==> src/rtl/exec_config.svh <==
`ifndef EXEC_CONFIG_SVH
`define EXEC_CONFIG_SVH

// Datapath sizing shared by packages and RTL

`define EXEC_XLEN     32    // One machine word
`define EXEC_SHAMT_W  5     // Shift amount field
`define EXEC_IMM_W    16    // I-format immediate field

// Word holds exactly 2^SHAMT_W bit positions
// so a shift amount never exceeds the word

`endif

==> src/rtl/mips_isa_pkg.sv <==
`default_nettype none

`include "exec_config.svh"

package mips_isa_pkg;

    // Primary opcode field, bits 31:26
    typedef enum logic [5:0] {
        opc_special = 6'h00,    // R-format, decode funct
        opc_regimm  = 6'h01,    // Only bltz (rt == 0)
        opc_beq     = 6'h04,
        opc_bne     = 6'h05,
        opc_blez    = 6'h06,
        opc_bgtz    = 6'h07,
        opc_addi    = 6'h08,
        opc_addiu   = 6'h09,
        opc_slti    = 6'h0a,
        opc_sltiu   = 6'h0b,
        opc_andi    = 6'h0c,
        opc_ori     = 6'h0d,
        opc_xori    = 6'h0e
    } opcode_e;

    // Function field of R-format, bits 5:0
    typedef enum logic [5:0] {
        fn_sll   = 6'd0,  fn_srl   = 6'd2,  fn_sra   = 6'd3,
        fn_sllv  = 6'd4,  fn_srlv  = 6'd6,  fn_srav  = 6'd7,
        fn_mfhi  = 6'd16, fn_mthi  = 6'd17, fn_mflo  = 6'd18, fn_mtlo  = 6'd19,
        fn_mult  = 6'd24, fn_multu = 6'd25, fn_div   = 6'd26, fn_divu  = 6'd27,
        fn_add   = 6'd32, fn_addu  = 6'd33, fn_sub   = 6'd34, fn_subu  = 6'd35,
        fn_and   = 6'd36, fn_or    = 6'd37, fn_xor   = 6'd38, fn_nor   = 6'd39,
        fn_slt   = 6'd42, fn_sltu  = 6'd43
    } funct_e;

    typedef struct packed {
        opcode_e                  opcode;   // Always opc_special here
        logic [4:0]               rs;       // Source, feeds op1
        logic [4:0]               rt;       // Source, feeds op2
        logic [4:0]               rd;       // Destination, unused in execute
        logic [`EXEC_SHAMT_W-1:0] shamt;    // Constant shift count
        funct_e                   funct;
    } r_fmt_t;

    typedef struct packed {
        opcode_e                opcode;
        logic [4:0]             rs;
        logic [4:0]             rt;         // Also the regimm sub-code
        logic [`EXEC_IMM_W-1:0] imm;        // Raw immediate
    } i_fmt_t;

    // Same 32 bits seen two ways, chosen by opcode
    typedef union packed {
        r_fmt_t r;
        i_fmt_t i;
    } instr_u;

endpackage

`default_nettype wire

==> src/rtl/exec_pkg.sv <==
`default_nettype none

`include "exec_config.svh"

package exec_pkg;

    // Internal operation, one per supported instruction
    typedef enum logic [5:0] {
        op_sll,  op_srl,   op_sra,   op_sllv,  op_srlv,  op_srav,   // Shifts
        op_mfhi, op_mthi,  op_mflo,  op_mtlo,                       // HI/LO moves
        op_mult, op_multu, op_div,   op_divu,                       // HI/LO writers
        op_add,  op_addu,  op_sub,   op_subu,
        op_and,  op_or,    op_xor,   op_nor,
        op_slt,  op_sltu,
        op_beq,  op_bne,   op_bltz,  op_blez,  op_bgtz,             // Branch compares
        op_addi, op_addiu, op_slti,  op_sltiu,
        op_andi, op_ori,   op_xori,
        op_illegal                                                  // Unknown encoding
    } alu_op_e;

    // Decoder to ALU control bundle
    typedef struct packed {
        alu_op_e                  alu_op;
        logic [`EXEC_SHAMT_W-1:0] shamt;    // From the R-format view
        logic [`EXEC_XLEN-1:0]    imm_ext;  // Sign or zero extended
        logic                     use_imm;  // Second operand is imm_ext
    } exec_ctrl_t;

    // ALU result with its flags
    typedef struct packed {
        logic [`EXEC_XLEN-1:0] result;
        logic                  z_flag;      // Result is zero
        logic                  c_flag;      // Carry or borrow, unsigned forms
        logic                  o_flag;      // Signed overflow
        logic                  b_flag;      // Branch taken
        logic                  illegal;     // Unknown opcode or funct
    } exec_result_t;

endpackage

`default_nettype wire

==> src/rtl/instr_decode.sv <==
`timescale 1ns/1ps
`default_nettype none

`include "exec_config.svh"

module instr_decode (
    input  mips_isa_pkg::instr_u   instr,
    output exec_pkg::exec_ctrl_t   ctrl
);

    logic [`EXEC_XLEN-1:0] imm_sext;    // Arithmetic and compare forms
    logic [`EXEC_XLEN-1:0] imm_zext;    // Logic forms

    assign imm_sext = {{(`EXEC_XLEN-`EXEC_IMM_W){instr.i.imm[`EXEC_IMM_W-1]}}, instr.i.imm};
    assign imm_zext = {{(`EXEC_XLEN-`EXEC_IMM_W){1'b0}}, instr.i.imm};

    always_comb begin
        ctrl.alu_op  = exec_pkg::op_illegal;    // Anything unmatched
        ctrl.shamt   = instr.r.shamt;
        ctrl.imm_ext = imm_sext;
        ctrl.use_imm = 1'b0;
        if (instr.r.opcode == mips_isa_pkg::opc_special) begin    // R-format view
            case (instr.r.funct)
                mips_isa_pkg::fn_sll:   ctrl.alu_op = exec_pkg::op_sll;
                mips_isa_pkg::fn_srl:   ctrl.alu_op = exec_pkg::op_srl;
                mips_isa_pkg::fn_sra:   ctrl.alu_op = exec_pkg::op_sra;
                mips_isa_pkg::fn_sllv:  ctrl.alu_op = exec_pkg::op_sllv;
                mips_isa_pkg::fn_srlv:  ctrl.alu_op = exec_pkg::op_srlv;
                mips_isa_pkg::fn_srav:  ctrl.alu_op = exec_pkg::op_srav;
                mips_isa_pkg::fn_mfhi:  ctrl.alu_op = exec_pkg::op_mfhi;
                mips_isa_pkg::fn_mthi:  ctrl.alu_op = exec_pkg::op_mthi;
                mips_isa_pkg::fn_mflo:  ctrl.alu_op = exec_pkg::op_mflo;
                mips_isa_pkg::fn_mtlo:  ctrl.alu_op = exec_pkg::op_mtlo;
                mips_isa_pkg::fn_mult:  ctrl.alu_op = exec_pkg::op_mult;
                mips_isa_pkg::fn_multu: ctrl.alu_op = exec_pkg::op_multu;
                mips_isa_pkg::fn_div:   ctrl.alu_op = exec_pkg::op_div;
                mips_isa_pkg::fn_divu:  ctrl.alu_op = exec_pkg::op_divu;
                mips_isa_pkg::fn_add:   ctrl.alu_op = exec_pkg::op_add;
                mips_isa_pkg::fn_addu:  ctrl.alu_op = exec_pkg::op_addu;
                mips_isa_pkg::fn_sub:   ctrl.alu_op = exec_pkg::op_sub;
                mips_isa_pkg::fn_subu:  ctrl.alu_op = exec_pkg::op_subu;
                mips_isa_pkg::fn_and:   ctrl.alu_op = exec_pkg::op_and;
                mips_isa_pkg::fn_or:    ctrl.alu_op = exec_pkg::op_or;
                mips_isa_pkg::fn_xor:   ctrl.alu_op = exec_pkg::op_xor;
                mips_isa_pkg::fn_nor:   ctrl.alu_op = exec_pkg::op_nor;
                mips_isa_pkg::fn_slt:   ctrl.alu_op = exec_pkg::op_slt;
                mips_isa_pkg::fn_sltu:  ctrl.alu_op = exec_pkg::op_sltu;
                default:                ctrl.alu_op = exec_pkg::op_illegal;
            endcase
        end else begin                                              // I-format view
            case (instr.i.opcode)
                mips_isa_pkg::opc_regimm: begin
                    if (instr.i.rt == 5'd0) begin                   // bgez and links unsupported
                        ctrl.alu_op = exec_pkg::op_bltz;
                    end
                end
                mips_isa_pkg::opc_beq:  ctrl.alu_op = exec_pkg::op_beq;
                mips_isa_pkg::opc_bne:  ctrl.alu_op = exec_pkg::op_bne;
                mips_isa_pkg::opc_blez: ctrl.alu_op = exec_pkg::op_blez;
                mips_isa_pkg::opc_bgtz: ctrl.alu_op = exec_pkg::op_bgtz;
                mips_isa_pkg::opc_addi: begin
                    ctrl.alu_op  = exec_pkg::op_addi;
                    ctrl.use_imm = 1'b1;
                end
                mips_isa_pkg::opc_addiu: begin
                    ctrl.alu_op  = exec_pkg::op_addiu;
                    ctrl.use_imm = 1'b1;
                end
                mips_isa_pkg::opc_slti: begin
                    ctrl.alu_op  = exec_pkg::op_slti;
                    ctrl.use_imm = 1'b1;
                end
                mips_isa_pkg::opc_sltiu: begin
                    ctrl.alu_op  = exec_pkg::op_sltiu;      // Sign extend, then compare unsigned
                    ctrl.use_imm = 1'b1;
                end
                mips_isa_pkg::opc_andi: begin
                    ctrl.alu_op  = exec_pkg::op_andi;
                    ctrl.imm_ext = imm_zext;
                    ctrl.use_imm = 1'b1;
                end
                mips_isa_pkg::opc_ori: begin
                    ctrl.alu_op  = exec_pkg::op_ori;
                    ctrl.imm_ext = imm_zext;
                    ctrl.use_imm = 1'b1;
                end
                mips_isa_pkg::opc_xori: begin
                    ctrl.alu_op  = exec_pkg::op_xori;
                    ctrl.imm_ext = imm_zext;
                    ctrl.use_imm = 1'b1;
                end
                default: ctrl.alu_op = exec_pkg::op_illegal;
            endcase
        end
    end

endmodule

`default_nettype wire

==> config.mk <==
export PLATFORM = sky130hd
export DESIGN_NAME = instr_decode
export DESIGN_NICKNAME = d
export VERILOG_FILES = /design/src/rtl/mips_isa_pkg.sv /design/src/rtl/exec_pkg.sv /design/src/rtl/instr_decode.sv
export VERILOG_INCLUDE_DIRS = /design/src /design/src/rtl
export SDC_FILE = /design/constraint.sdc
export NUM_CORES = 1
export LEC_CHECK = 0
export BUFFER_PORTS_ARGS = -buffer_cell sky130_fd_sc_hd__buf_2
export CORE_MARGIN = 2
export CORE_UTILIZATION = 42
export DETAILED_ROUTE_END_ITERATION = 10
export MAX_ROUTING_LAYER = met4
export PLACE_DENSITY = 0.91
export SYNTH_ARGS = -nofsm -noshare
export SYNTH_HDL_FRONTEND = slang
export SYNTH_SLANG_ARGS = --single-unit
==> constraint.sdc <==
create_clock -name vclk -period 4.2
set_input_delay 0.63 -clock vclk [all_inputs]
set_output_delay 0.63 -clock vclk [all_outputs]
set_load 0.01 [all_outputs]
==> Word-level counts from Yosys, hierarchy flattened <==
Memories as Yosys holds them, arrays and structs flattened.
Index checks and enable logic that the tools add are counted.
{ "totals": {"register_bits": 0, "word_cells": 23, "mem_count": 1, "romBits": 384, "input_bits": 32} }
{ "classes": {"n_mux": 6, "n_reduce_logical": 4, "eq_ne": 12} }
{ "memory_table": {"columns": ["name", "words", "word_bits", "rd", "rd_clocked_by_memory_dff", "wr", "line_no", "source"], "rows": [
  ["(no name shown)", 64, 6, 1, 0, 0, "instr_decode.sv:23", "case (instr.r.funct)"]
]} }
{ "ops": {"columns": ["operator", "count"], "rows": [
  ["$pmux 6 s12", 1],
  ["$eq 6x4->1 const B", 7],
  ["$mux 33", 1],
  ["$mux 32", 1],
  ["$eq 6x3->1 const B", 4],
  ["$mux 6", 2],
  ["$reduce_or 7->1", 1],
  ["$eq 6x1->1 const B", 1],
  ["$logic_not 6->1", 1],
  ["$logic_not 5->1", 1],
  ["$reduce_or 3->1", 1],
  ["$mux 1", 1]
]} }

==> Longest topological paths before layout <==
Gate-level depths: netlist of the first run.
{ "logic_depth": {"word_depth": 4, "ltp_mapped": 7} }

==> Worst setup path after synthesis of the first run <==
No wires, ideal clock.
{ "synth_timing": {"path_kind": "input -> output", "startpoint": "in instr[1] (netlist bit)", "endpoint": "out ctrl[38] (netlist bit)", "t_arrival_ns": 1.828, "required_time_ns": 3.570, "path_slack_ns": 1.742, "path_stages": 6, "path_buffers": 0, "cell_sequence": "inv_1 > ha_1 > or4b_1 > a31oi_1 > a31oi_1 > o21ai_1"} }
{ "synth_lines": {"columns": ["element", "line_no", "source"], "rows": [
  ["start: declaration", "instr_decode.sv:7", "input mips_isa_pkg::instr_u instr,"],
  ["end: declaration", "instr_decode.sv:8", "output exec_pkg::exec_ctrl_t ctrl"]
]} }

==> results.cfg, run 1 <==
[final_layout]
clockBufferCount = 0
diodes = 0
multiInputGateArea_sq_um = 448
seq_cells = 0
fin_nets = 157
layout_common_cells = 48 x buf_2, 9 x nand2_1, 7 x inv_1
nFillCells = 201
drive_gt1_share_pct = 42.7
syn_to_final_growth_pct = -5.70
final_common_cell = buf_2
regArea_sq_um = 0
fin_util_pct = 42.7

[sta]
setup_viol = 0
fmax_mhz = 358
period_share_pct = 66.6
finalWorstSetupSlack_ns = 1.40
slew_headroom_pct = 72.8
rsz0062_at_grt = no
tightest_slew_ns = 0.398
drv_slew = 0
tns_ns = 0
final-hold-violation-count = 0
fin_crit_ns = 2.80

[worst_setup_path]
cp-end-kind = output port
cp_cell_sequence = buf_2 > inv_1 > ha_1 > or4b_1 > a31oi_1 > a31oi_1 > o21ai_1 > buf_2
cp.required_ns = 3.57
crit_fanout = 7
crit_arrival_ns = 2.17
cp_slowest_cell = or4b_1
crit_buf_inv = 3
path_class = in2out
crit_path_max_incr_delay_ns = 0.52
cp_top_family = simple AND/OR/NAND/NOR gates
start_kind = primary input

[run_status]
outcome = complete, no violations

[clocking]
hold_buffers = 0
cts_setup_buffers = 0
cts_resized = 0

[detailed_routing]
drt_wl_total_microns = 1660
num_vias = 772
wire_per_inst_microns = 11.7
drc_errors = 0
viasPerCell = 5.44
ant_nets = 0
drtPass1Iterations = 4
drt_iter0_drc = 17

[global_routing]
grt_max_degree = 17
grt_pass1_wl_microns = 2330
grt_overflow = 0
grt_pass1_vias = 574
grt.total_usage_pct = 14.1
antenna_found_initial = 0

[pwr]
switching_share_pct = 58.8
power.switching_uw = 41.8
combPwrFrac_pct = 100.0
irDropWorstVdd_mv = 0.0375
leakagePower_nw = 0.389
clock_power_share_pct = 0
p_int_uw = 29.2
cellPowerDensity_mw_per_mm2 = 95.2
seqPwrFrac_pct = 0

[floorplan]
fp.dieW_microns = 47.4
start_util_pct = 45.3
core_sq_mm = 0.00175
die_h_microns = 47.4
io_pins = 76
die_area_sq_mm = 0.00225
row_count = 15

[synth]
syn_nets = 151
syn_area_per_cell_sq_um = 7.00
yosysSeqAreaShare_pct = 0
yosys_warnings = 0
syn_inst = 113
synth_cell_types = 35
syn-cell-area_sq_um = 791

[place]
io_buffer_count = 48
gp_congestion = 0.839
hpwl_microns = 1370
place_ws_ns = 1.39

[flow_run]
maxCapViolCount = 0

[hold_path]
hp-class = in2out
cell families after synthesis:
group | count (synthesis) | synth area share (%)
fa+ha+maj | 6 | 9.49
compound gates | 28 | 25.8
simple gates | 25 | 17.4
mux | 3 | 3.96
buf+inv | 51 | 43.4
layer usage:
metal  part of all wire [%]  GRT usage, %  routed length, microns  up-vias
li1                       -             -                       -      380
met1                     40          16.6                     660      337
met2                     48          25.1                     802       51
met3                     10         0.769                     169        4
met4                    1.9          4.44                      32        0
met5                      0             -                       0        -
stage by stage:
step	hold WS [ns]	cell area, sq um	power, mW	std cells
final	1.26	746	0.0710	142
after global routing	1.26	746	0.0800	142
after CTS	1.26	746	0.0709	142
after detailed placement	1.26	746	0.0708	142
after global placement	1.26	746	0.0679	142
after floorplan	1.35	791	0.0735	113
cells in the mapped netlist (2+ instances only):
cell type	count	area (sq um)
nand3b_1	2	15.0
o211ai_1	2	15.0
o21a_1	2	15.0
inv_1	7	26.3
buf_4	38	285
nor4_1	2	12.5
a211oi_1	2	15.0
ha_1	6	75.1
nand2_1	9	33.8
or4b_1	2	20.0
nand2b_1	2	12.5
o21ai_0	3	15.0
a31oi_1	3	18.8
clkbuf_1	4	15.0
o311ai_0	2	17.5
a21oi_1	3	15.0
mux2i_1	2	20.0
nor2_1	3	11.3
or3_1	2	12.5
a2111oi_0	2	17.5
worst paths after layout:
kind | slack [ns] | to | depth (start not counted) | start
hold / removal | 1.26 | ctrl[14] | 0 | instr[13]
setup / recovery | 1.40 | ctrl[38] | 8 | instr[1]
cell type report:
type                            instances  area share [%]
Inverter                                7            3.52
Multi-Input combinational cell         62            60.1
Tap cell                               25            4.19
Timing Repair Buffer                   48            32.2
power by group through the flow:
stage               clock (mW)  combinational, mW  sequential (mW)
finish                       0             0.0710                0
global route                 0             0.0800                0
CTS                          0             0.0709                0
detailed placement           0             0.0708                0
global placement             0             0.0679                0
floorplan                    0             0.0735                0
Power figures use the tool's default switching activity.
==> inputs of run 2 (changes only) <==
- CORE_UTILIZATION: 42 -> 39
- PLACE_DENSITY: 0.91 -> 0.85
- clock period: 4.2 -> 2.8 ns (I/O delays scaled with it)
==> run 2 against run 1 <==
  * Clock-buffer cell count unchanged
  * Worst setup slack got worse by 0.99 ns
  * Die area increased by 7.0%
  * First-iteration DRC count increased by 18%
  * Non-clock buffer count unchanged
  * Wire length increased by 0.36%
  * Global-route usage decreased by 1.4 points
  * Cell area increased by 0.34%
  * Core utilization decreased by 4.2 points
  * Critical endpoint unchanged
  * Largest power group unchanged
==> results.cfg, run 2 (synthesis gave the netlist of run 1 again) <==
[run_status]
outcome = complete, no violations

[final_layout]
final_common_cell = buf_2
fin_nets = 157
clockBufferCount = 0
drive_gt1_share_pct = 42.7
design_area_sq_um = 748
regArea_sq_um = 0
syn_to_final_growth_pct = -5.38
fin_util_pct = 38.5
layout_common_cells = 48 x buf_2, 9 x nand2_1, 7 x inv_1
diodes = 0
seq_cells = 0

[place]
gp_congestion = 0.888
place_area_sq_um = 748
hpwl_microns = 1400
io_buffer_count = 48

[worst_setup_path]
crit_fanout = 7
cp_top_family = simple AND/OR/NAND/NOR gates
cp-end-kind = output port
startpoint = instr[1]
cp_cell_sequence = buf_2 > inv_1 > ha_1 > or4b_1 > a31oi_1 > a31oi_1 > o21ai_1 > buf_2
crit_buf_inv = 3
crit_arrival_ns = 1.97
start_kind = primary input
crit_path_max_incr_delay_ns = 0.53
path_class = in2out
cp_slowest_cell = or4b_1
cp.required_ns = 2.38

[sta]
slew_headroom_pct = 70.7
setup_viol = 0
hold_ws_ns = 0.840
tightest_slew_ns = 0.429
fmax_mhz = 419
period_share_pct = 85.2
drv_slew = 0
final-hold-violation-count = 0
tns_ns = 0
fin_crit_ns = 2.39
rsz0062_at_grt = no

[floorplan]
die_area_sq_mm = 0.00240
start_util_pct = 40.7
die_h_microns = 49.0
fp.dieW_microns = 49.0
core_sq_mm = 0.00194
row_count = 16
io_pins = 76

[clocking]
cts_setup_buffers = 0
hold_buffers = 0
cts_resized = 0

[global_routing]
grt_max_degree = 17
grt.total_usage_pct = 12.7
grt_pass1_vias = 611
grt_overflow = 0
antenna_found_initial = 0
grt_pass1_wl_microns = 2500

[detailed_routing]
wire_per_inst_microns = 11.6
num_vias = 764
drc_errors = 0
drtPass1Iterations = 4
viasPerCell = 5.31
drt_iter0_drc = 20
drt_wl_total_microns = 1670
ant_nets = 0

[hold_path]
min_from = instr[9]
hp-class = in2out

[pwr]
cellPowerDensity_mw_per_mm2 = 142
irDropWorstVdd_mv = 0.0580
leakagePower_nw = 0.389

[flow_run]
maxCapViolCount = 0
==> run 2: cell counts in the layout (fill, tap and decap cells not counted) <==
No cell type changed its count.
==> run 2: power breakdown <==
group | switching (mW) | internal [mW]
clock | 0 | 0
combinational | 0.0624 | 0.0438
sequential | 0 | 0
==> run 2: final timing paths <==
kind,end,slack [ns],cells after the start
worst min-delay path,ctrl[36],0.84,0
worst max-delay path,ctrl[38],0.41,8
==> run 2: final cells by class <==
type / instances / area [sq um]
Multi-Input combinational cell: 62 / 448
Timing Repair Buffer: 48 / 240
Inverter: 7 / 26.3
Tap cell: 27 / 33.8
Fill cell: 227 / 1190
==> run 2: stage by stage <==
stage	power [mW]	setup slack, ns	instances
after floorplan	0.110	0.762	113
after global placement	0.103	0.435	144
after detailed placement	0.106	0.400	144
after CTS	0.107	0.404	144
after global routing	0.118	0.201	144
final	0.106	0.413	144
==> run 2: per-layer routing <==
metal	up-vias	GRT usage, %	wire (microns)
li1	375	-	-
met1	336	14.3	655
met2	47	23.3	813
met3	6	1.84	168
met4	0	3.33	32
met5	-	-	0
